===== config.mk =====
export PLATFORM = sky130hd
export DESIGN_NAME = ooo_core_top
export DESIGN_NICKNAME = d
export VERILOG_FILES = /design/src/hdl/ooo_pkg.sv /design/src/hdl/ooo_core_top.sv /design/src/hdl/issue_ctrl.sv /design/src/hdl/exec_unit.sv /design/src/hdl/phys_regfile.sv /design/src/hdl/ready_table.sv /design/src/hdl/issue_buffer.sv /design/src/hdl/issue_entry.sv
export VERILOG_INCLUDE_DIRS = /design/src /design/src/hdl
export SDC_FILE = /design/constraint.sdc
export NUM_CORES = 2
export LEC_CHECK = 0
export BUFFER_PORTS_ARGS = -buffer_cell sky130_fd_sc_hd__buf_4
export CORE_MARGIN = 1
export CORE_UTILIZATION = 25
export DETAILED_ROUTE_END_ITERATION = 10
export SYNTH_ARGS = -nofsm -noshare
export SYNTH_HDL_FRONTEND = slang
export SYNTH_SLANG_ARGS = --single-unit
export TNS_END_PERCENT = 50

===== constraint.sdc =====
create_clock -name clk -period 35.8 [get_ports clk]
set_input_delay 3.58 -clock clk [delete_from_list [all_inputs] [get_ports clk]]
set_output_delay 3.58 -clock clk [all_outputs]
set_load 0.05 [all_outputs]

===== src/hdl/ooo_consts.svh =====
`ifndef OOO_CONSTS_SVH
`define OOO_CONSTS_SVH

// physical registers, one done flag each
`define PREG_COUNT 30

// renamed operations offered per cycle
`define PUSH_WIDTH 4

// issue buffer slots
`define IQ_ELEMENTS 8

// datapath width
`define XLEN 16

`endif

===== src/hdl/ooo_pkg.sv =====
`include "ooo_consts.svh"

package ooo_pkg;

    typedef logic [4:0] preg_t;
    typedef logic [`XLEN-1:0] word_t;
    typedef logic [2:0] push_ct_t;

    typedef enum logic [2:0] {
        op_add = 3'd0,
        op_sub = 3'd1,
        op_and = 3'd2,
        op_xor = 3'd3,
        op_li  = 3'd4
    } opcode_e;

    // op_li still names two sources, both already done
    typedef struct packed {
        opcode_e    opcode;
        preg_t      dst;
        preg_t      src1;
        preg_t      src2;
        logic [7:0] imm;
    } renamed_op_t;

    // entry 0 is the oldest
    typedef renamed_op_t [`PUSH_WIDTH-1:0] op_bundle_t;

    typedef struct packed {
        logic  valid;
        preg_t dst;
        word_t value;
    } wb_t;

    typedef enum logic {
        st_idle   = 1'b0,
        st_active = 1'b1
    } ctrl_state_e;

endpackage


===== src/hdl/ooo_core_top.sv =====
`include "ooo_consts.svh"

module ooo_core_top (
    input  logic                clk,
    input  logic                rst,
    input  ooo_pkg::op_bundle_t din,
    input  ooo_pkg::push_ct_t   din_valid_ct,
    output ooo_pkg::push_ct_t   din_ready_ct,
    output ooo_pkg::wb_t        complete,
    output logic                idle
);
    import ooo_pkg::*;

    push_ct_t               free_ct;
    push_ct_t               accept_ct;
    renamed_op_t            issue_op;
    logic                   issue_valid;
    preg_t                  src1;
    preg_t                  src2;
    word_t                  rdata1;
    word_t                  rdata2;
    wb_t                    wb;
    logic [`PREG_COUNT-1:0] done_flags;

    issue_ctrl u_ctrl (
        .clk          (clk),
        .rst          (rst),
        .din_valid_ct (din_valid_ct),
        .free_ct      (free_ct),
        .issue_valid  (issue_valid),
        .wb_valid     (wb.valid),
        .accept_ct    (accept_ct),
        .idle         (idle)
    );

    issue_buffer u_buffer (
        .clk          (clk),
        .rst          (rst),
        .din          (din),
        .accept_ct    (accept_ct),
        .done_flags   (done_flags),
        .din_ready_ct (din_ready_ct),
        .free_ct      (free_ct),
        .issue_op     (issue_op),
        .issue_valid  (issue_valid)
    );

    ready_table u_ready (
        .clk        (clk),
        .rst        (rst),
        .din        (din),
        .accept_ct  (accept_ct),
        .wb         (wb),
        .done_flags (done_flags)
    );

    phys_regfile u_regfile (
        .clk    (clk),
        .rst    (rst),
        .src1   (src1),
        .src2   (src2),
        .rdata1 (rdata1),
        .rdata2 (rdata2),
        .wb     (wb)
    );

    exec_unit u_exec (
        .clk         (clk),
        .rst         (rst),
        .issue_op    (issue_op),
        .issue_valid (issue_valid),
        .src1        (src1),
        .src2        (src2),
        .rdata1      (rdata1),
        .rdata2      (rdata2),
        .wb          (wb)
    );

    assign complete = wb;

endmodule


===== src/hdl/issue_ctrl.sv =====
`include "ooo_consts.svh"

module issue_ctrl (
    input  logic              clk,
    input  logic              rst,
    input  ooo_pkg::push_ct_t din_valid_ct,
    input  ooo_pkg::push_ct_t free_ct,
    input  logic              issue_valid,
    input  logic              wb_valid,
    output ooo_pkg::push_ct_t accept_ct,
    output logic              idle
);
    import ooo_pkg::*;

    // slots plus the two exec stages
    localparam int occ_max = `IQ_ELEMENTS + 2;
    localparam int occ_w   = $clog2(occ_max + 1);

    ctrl_state_e      state_q;
    ctrl_state_e      state_d;
    logic [occ_w-1:0] occ_q;
    logic [occ_w-1:0] occ_d;

    assign accept_ct = (din_valid_ct < free_ct) ? din_valid_ct : free_ct;

    // an op counts from acceptance until its writeback
    assign occ_d = occ_q + occ_w'(accept_ct) - occ_w'(wb_valid);

    always_comb begin
        state_d = state_q;
        case (state_q)
            st_idle:   if (accept_ct != '0) state_d = st_active;
            st_active: if (occ_d == '0) state_d = st_idle;
            default:   state_d = st_idle;
        endcase
    end

    always_ff @(posedge clk) begin
        if (rst) begin
            state_q <= st_idle;
            occ_q   <= '0;
        end else begin
            state_q <= state_d;
            occ_q   <= occ_d;
        end
    end

    assign idle = (state_q == st_idle);

    a_accept_le_free: assert property (
        @(posedge clk) disable iff (rst) accept_ct <= free_ct
    );
    a_occ_bound: assert property (
        @(posedge clk) disable iff (rst) occ_q <= occ_max
    );
    // nothing issues from an empty core
    a_issue_outstanding: assert property (
        @(posedge clk) disable iff (rst) issue_valid |-> occ_q != '0
    );

endmodule


===== src/hdl/exec_unit.sv =====
module exec_unit (
    input  logic                 clk,
    input  logic                 rst,
    input  ooo_pkg::renamed_op_t issue_op,
    input  logic                 issue_valid,
    output ooo_pkg::preg_t       src1,
    output ooo_pkg::preg_t       src2,
    input  ooo_pkg::word_t       rdata1,
    input  ooo_pkg::word_t       rdata2,
    output ooo_pkg::wb_t         wb
);
    import ooo_pkg::*;

    logic        s1_valid;
    renamed_op_t s1_op;
    word_t       s1_a;
    word_t       s1_b;
    word_t       result;
    logic        wb_valid_q;
    preg_t       wb_dst_q;
    word_t       wb_value_q;

    assign src1 = issue_op.src1;
    assign src2 = issue_op.src2;

    // ##########################################################
    // stage 1, operand read
    // ##########################################################

    always_ff @(posedge clk) begin
        if (rst) begin
            s1_valid <= 1'b0;
        end else begin
            s1_valid <= issue_valid;
        end
    end

    always_ff @(posedge clk) begin
        s1_op <= issue_op;
        s1_a  <= rdata1;
        s1_b  <= rdata2;
    end

    // ##########################################################
    // stage 2, execute and writeback
    // ##########################################################

    always_comb begin
        case (s1_op.opcode)
            op_add:  result = s1_a + s1_b;
            op_sub:  result = s1_a - s1_b;
            op_and:  result = s1_a & s1_b;
            op_xor:  result = s1_a ^ s1_b;
            op_li:   result = word_t'(s1_op.imm);
            default: result = '0;
        endcase
    end

    always_ff @(posedge clk) begin
        if (rst) begin
            wb_valid_q <= 1'b0;
        end else begin
            wb_valid_q <= s1_valid;
        end
    end

    always_ff @(posedge clk) begin
        wb_dst_q   <= s1_op.dst;
        wb_value_q <= result;
    end

    assign wb = '{valid: wb_valid_q, dst: wb_dst_q, value: wb_value_q};

endmodule


===== src/hdl/phys_regfile.sv =====
`include "ooo_consts.svh"

module phys_regfile (
    input  logic                 clk,
    input  logic                 rst,
    input  ooo_pkg::preg_t       src1,
    input  ooo_pkg::preg_t       src2,
    output ooo_pkg::word_t       rdata1,
    output ooo_pkg::word_t       rdata2,
    input  ooo_pkg::wb_t         wb
);
    import ooo_pkg::*;

    word_t regs [`PREG_COUNT];

    always_ff @(posedge clk) begin
        if (rst) begin
            for (int i = 0; i < `PREG_COUNT; i++) begin
                regs[i] <= '0;
            end
        end else if (wb.valid) begin
            regs[wb.dst] <= wb.value;
        end
    end

    // no bypass, a consumer issues only after the write edge
    assign rdata1 = regs[src1];
    assign rdata2 = regs[src2];

endmodule


===== src/hdl/ready_table.sv =====
`include "ooo_consts.svh"

module ready_table (
    input  logic                    clk,
    input  logic                    rst,
    input  ooo_pkg::op_bundle_t     din,
    input  ooo_pkg::push_ct_t       accept_ct,
    input  ooo_pkg::wb_t            wb,
    output logic [`PREG_COUNT-1:0]  done_flags
);

    logic [`PREG_COUNT-1:0] flags_q;
    logic [`PREG_COUNT-1:0] clear_mask;
    logic [`PREG_COUNT-1:0] set_mask;

    // destinations of this cycle's accepted ops
    always_comb begin
        clear_mask = '0;
        for (int i = 0; i < `PUSH_WIDTH; i++) begin
            if (i < int'(accept_ct)) begin
                clear_mask[din[i].dst] = 1'b1;
            end
        end
    end

    always_comb begin
        set_mask = '0;
        if (wb.valid) begin
            set_mask[wb.dst] = 1'b1;
        end
    end

    // a register handed out again this cycle stays pending
    always_ff @(posedge clk) begin
        if (rst) begin
            flags_q <= '1;
        end else begin
            flags_q <= (flags_q | set_mask) & ~clear_mask;
        end
    end

    assign done_flags = flags_q;

    // writeback only ever lands on a pending register
    a_wb_pending: assert property (
        @(posedge clk) disable iff (rst)
        wb.valid |-> !flags_q[wb.dst]
    );

endmodule


===== src/hdl/issue_buffer.sv =====
`include "ooo_consts.svh"

module issue_buffer (
    input  logic                    clk,
    input  logic                    rst,
    input  ooo_pkg::op_bundle_t     din,
    input  ooo_pkg::push_ct_t       accept_ct,
    input  logic [`PREG_COUNT-1:0]  done_flags,
    output ooo_pkg::push_ct_t       din_ready_ct,
    output ooo_pkg::push_ct_t       free_ct,
    output ooo_pkg::renamed_op_t    issue_op,
    output logic                    issue_valid
);
    import ooo_pkg::*;

    localparam int iq_idx_w   = $clog2(`IQ_ELEMENTS);
    localparam int push_idx_w = $clog2(`PUSH_WIDTH);

    logic [`IQ_ELEMENTS-1:0] avail_mask;
    logic [`IQ_ELEMENTS-1:0] ready_mask;
    logic [`IQ_ELEMENTS-1:0] write_mask;
    logic [`IQ_ELEMENTS-1:0] issue_mask;
    renamed_op_t [`IQ_ELEMENTS-1:0] slot_in;
    renamed_op_t [`IQ_ELEMENTS-1:0] slot_out;
    push_ct_t free_cnt;
    push_ct_t in_idx;
    logic [iq_idx_w-1:0] issue_idx;

    for (genvar i = 0; i < `IQ_ELEMENTS; i++) begin : g_slot
        issue_entry u_entry (
            .clk          (clk),
            .rst          (rst),
            .done_flags   (done_flags),
            .instr        (slot_in[i]),
            .input_valid  (write_mask[i]),
            .output_ready (issue_mask[i]),
            .instr_out    (slot_out[i]),
            .input_ready  (avail_mask[i]),
            .output_valid (ready_mask[i])
        );
    end

    // ##########################################################
    // dispatch side
    // ##########################################################

    // free slots, capped at the push width
    always_comb begin
        free_cnt = '0;
        for (int i = 0; i < `IQ_ELEMENTS; i++) begin
            if (avail_mask[i] && free_cnt < push_ct_t'(`PUSH_WIDTH)) begin
                free_cnt = free_cnt + 1'b1;
            end
        end
    end

    assign din_ready_ct = free_cnt;
    assign free_ct      = free_cnt;

    // oldest accepted op lands in the lowest free slot
    always_comb begin
        in_idx     = '0;
        write_mask = '0;
        slot_in    = '0;
        for (int i = 0; i < `IQ_ELEMENTS; i++) begin
            if (avail_mask[i] && in_idx < accept_ct) begin
                slot_in[i]    = din[in_idx[push_idx_w-1:0]];
                write_mask[i] = 1'b1;
                in_idx        = in_idx + 1'b1;
            end
        end
    end

    // ##########################################################
    // issue side
    // ##########################################################

    // scan downward so the lowest ready slot is the last hit
    always_comb begin
        issue_idx   = '0;
        issue_valid = 1'b0;
        for (int i = `IQ_ELEMENTS - 1; i >= 0; i--) begin
            if (ready_mask[i]) begin
                issue_idx   = iq_idx_w'(i);
                issue_valid = 1'b1;
            end
        end
    end

    always_comb begin
        issue_mask = '0;
        if (issue_valid) begin
            issue_mask[issue_idx] = 1'b1;
        end
    end

    // exec unit never stalls, so the pick leaves this cycle
    assign issue_op = slot_out[issue_idx];

endmodule


===== src/hdl/issue_entry.sv =====
`include "ooo_consts.svh"

module issue_entry (
    input  logic                    clk,
    input  logic                    rst,
    input  logic [`PREG_COUNT-1:0]  done_flags,
    input  ooo_pkg::renamed_op_t    instr,
    input  logic                    input_valid,
    input  logic                    output_ready,
    output ooo_pkg::renamed_op_t    instr_out,
    output logic                    input_ready,
    output logic                    output_valid
);
    import ooo_pkg::*;

    logic        valid_q;
    renamed_op_t op_q;

    // slot occupancy
    always_ff @(posedge clk) begin
        if (rst) begin
            valid_q <= 1'b0;
        end else if (input_valid) begin
            valid_q <= 1'b1;
        end else if (output_ready) begin
            valid_q <= 1'b0;
        end
    end

    // payload only moves on a fill
    always_ff @(posedge clk) begin
        if (input_valid) begin
            op_q <= instr;
        end
    end

    assign instr_out   = op_q;
    assign input_ready = !valid_q;

    // wakeup once both producers have written back
    assign output_valid = valid_q
                        && done_flags[op_q.src1]
                        && done_flags[op_q.src2];

    // a slot is filled only when empty and drained only when full
    a_fill_drain_excl: assert property (
        @(posedge clk) disable iff (rst)
        !(input_valid && output_ready)
    );

endmodule


==> run summary <==
Io pins: 135
Syn_nets: 5530
H-Tree Depth: 3
Worst-margin pin slew: 1.48 ns
Mean Syn Cell Area: 10.3 um2
Half-perimeter wire length after placement: 156 mm
Cts bufs inserted: 92
Worst-path clk slew: 0.06 ns
Met3 global-route usage: 5.01%
Setup CP Type: reg2reg
Cells after DPL: 8066
Fin Setup TNS: 0 ns
Slew Limit Fails: 0
Worst Skew: 0.0450 ns
Post-CTS sizing: 0
Clk sinks: 834
CTS tree: built
Wire per inst: 28.8 um
Post-route ant nets: 0
Netlist Area Pre-Place: 0.0552 mm2
RSZ-0062 raised after global routing: false
Hold EP: u_exec.wb_dst_q[3]$_DFF_P_
Hold Buf Count CTS: 0
GRT Total Usage: 20.5%
Max-cap violations: 1
Via density: 5.80
Critical path fanouts, max: 96
First-pass GRT wire length: 335 mm
Crit Reg-Reg Startpoint: u_buffer.g_slot[0].u_entry.valid_q$_SDFFE_PP0P_
Worst path slowest cell: nand2_2
Seq/Total Area, Yosys: 43.3%
Reg2Reg Capture Point: u_buffer.g_slot[7].u_entry.instr_out[4]$_SDFFCE_PN0P_
Fmax: 41.9 MHz
Worst-Skew Late Latency: 0.74 ns
Post-synth ARST share: 0%
Fin crit share: 66.6%
Num rows: 172
Routed WL: 238 mm
Initial antenna violation count: 22
Tmin final: 23.84 ns
Status: finished with violations
Hold/Removal Path Class: reg2reg
Initial DRC Count: 7474
GR Overflow Total: 0
Worst reg2reg path depth: 85
Via count: 47900
Routing usage on met2: 31.1%
Pin count of the biggest net entering global routing: 97
Placer Congestion: 0.984
Critical Path AT: 24.28 ns
Final hold vios: 0
Most frequent cells in the layout: 720 x edfxtp_1, 568 x and2_1, 473 x nand2_1
Hold path depth: 0
FF+latch count, synth: 834
YS warnings: 0
CTS max path bufs: 3
Worst rel slew slack: 0.887%
Required @ worst endpoint: 36.24 ns
Predominant post-synthesis flop cell: edfxtp_1
Most Used Layer, Global Route: met2
Setup Viol. Count Final: 0
Met1 usage: 27.2%
Final non-filler cell total: 8255
Kind of start point of the critical path: register
Number of synthesized flops with an enable pin: 720
Worst R2R Setup Slack: 11.96 ns
DRC Markers: 0
Starting Density: 25.1%
Post-CTS Setup Repair Bufs: 0
Core area: 0.220 mm2
Hold_sp: u_exec.s1_op[21]$_DFF_P_
Port bufs: 134
Fraction of layout cells with a size suffix above 1: 15.6%
Synth cell types: 110
Cell count after synthesis: 5354
Max incr delay on CP: 0.98 ns
Pre-antenna DRT Iters: 8
CTS Root Cell: clkbuf_16
Final net count: 5378
P&R area growth vs syn: 12.2%
Critical Path End Type: register
Die area: 0.223 mm2
Commonest non-fill, non-tap cell in the layout: edfxtp_1
Failing checks: capacitance limit
Via count of the first global-routing pass: 45000
Chip width: 472 um
Die height: 472 um
-- cell families after synthesis --
group,count (synthesis),synth area share (%)
fa+ha+maj,67,1.54
simple gates,1692,15.9
buf+inv,657,5.40
xor+xnor,39,0.632
compound gates,1502,19.2
mux,563,14.1
flops,834,43.3
-- synthesized netlist by cell type (19+ instances only) --
library cell  instances  area [um2]
a2111oi_0            72         631
a2111oi_2            19         285
a211oi_1            204        1530
a21o_1               55         413
a21oi_1             330        1650
a221oi_1            138        1210
a22o_1               19         166
a22oi_1              79         593
a31o_2               34         298
a31oi_1              21         131
and2_1              570        3570
and3_1               53         332
buf_1                23        86.3
buf_2               132         661
buf_4                35         263
buf_6                25         282
clkbuf_1            312        1170
dfxtp_1             114        2280
edfxtp_1            720       21600
ha_1                 65         813
inv_1               114         428
mux2_2               42         473
mux2i_1             348        3480
mux4_2              163        3670
nand2_1             475        1780
nand2b_1             25         156
nand3_1              87         435
nor2_1              225         845
nor2b_1              47         294
nor3_1               72         360
nor3b_1              19         143
o211ai_1             33         248
o21ai_0             199         996
o21ai_1              69         345
o221ai_1             54         473
o22ai_1              26         163
o31ai_1              42         315
or2_2                46         288
xnor2_1              21         184
-- per-layer routing --
layer	wire, um	vias up
met1	92100	23800
li1	-	20000
met5	41	-
met4	12200	4
met2	104000	3458
met3	29200	626
-- layout make-up --
class,count,area [um2]
antenna,19,47.5
clock buffer,123,2640
clock inverter,47,492
fill,22700,158000
inverter,126,475
multi-input combinational,3863,28600
sequential,834,23900
tap,2958,3700
timing repair buffer,285,2140
-- worst max path at each step --
stage                                                    startpoint                                                     end  cells after the start
floorplan           u_buffer.g_slot[0].u_entry.valid_q$_SDFFE_PP0P_   u_buffer.g_slot[7].u_entry.instr_out[0]$_SDFFCE_PN0P_                     77
detailed placement  u_buffer.g_slot[0].u_entry.valid_q$_SDFFE_PP0P_  u_buffer.g_slot[7].u_entry.instr_out[16]$_SDFFCE_PN0P_                     82
CTS                 u_buffer.g_slot[0].u_entry.valid_q$_SDFFE_PP0P_  u_buffer.g_slot[7].u_entry.instr_out[18]$_SDFFCE_PN0P_                     82
global route        u_buffer.g_slot[0].u_entry.valid_q$_SDFFE_PP0P_  u_buffer.g_slot[7].u_entry.instr_out[10]$_SDFFCE_PN0P_                     84
finish              u_buffer.g_slot[0].u_entry.valid_q$_SDFFE_PP0P_   u_buffer.g_slot[7].u_entry.instr_out[4]$_SDFFCE_PN0P_                     85
global placement    u_buffer.g_slot[0].u_entry.valid_q$_SDFFE_PP0P_   u_buffer.g_slot[7].u_entry.instr_out[0]$_SDFFCE_PN0P_                     84
-- registers in the layout (all words and copies together), names as in the netlist --
signal and flops:
u_exec.s1_a 16, u_ctrl.state_q 1, u_exec.s1_b 16, u_exec.wb_valid_q 1, u_buffer.g_slot.u_entry.instr_out 208, u_exec.s1_valid 1, u_regfile.regs 512, u_exec.wb_value_q 16
u_ready.done_flags 30, u_ctrl.occ_q 4, u_exec.wb_dst_q 5, u_buffer.g_slot.u_entry.valid_q 8, u_exec.s1_op 16
-- worst max-delay path: cells and delay by family, from the launching register on --
| family | cells | cell delay, ns |
|---|---|---|
| buffers and inverters | 20 | 6.71 |
| and+or+nand+nor | 25 | 5.62 |
| AOI/OAI and AO/OA | 22 | 5.39 |
| adders and majority gates | 11 | 3.71 |
| muxes | 5 | 1.09 |
| DFF | 1 | 0.46 |
| xor gates and xnor gates | 2 | 0.36 |
-- through the flow --
| step | area, um2 | hold slack, ns | worst slack [ns] | utilization, % |
|---|---|---|---|---|
| 5_1_grt | 62000 | 0.333 | 10.29 | 28.2 |
| 4_1_cts | 61900 | 0.326 | 12.34 | 28.2 |
| 6_report | 62000 | 0.326 | 11.96 | 28.2 |
| 2_1_floorplan | 55200 | 0.310 | 15.41 | - |
| 3_5_place_dp | 58800 | 0.313 | 12.39 | 26.8 |
| 3_3_place_gp | 58800 | 0.316 | 12.90 | 26.8 |
Power is not shown: default switching activity piles up to over one toggle a cycle in this logic, so the estimate is an artifact.
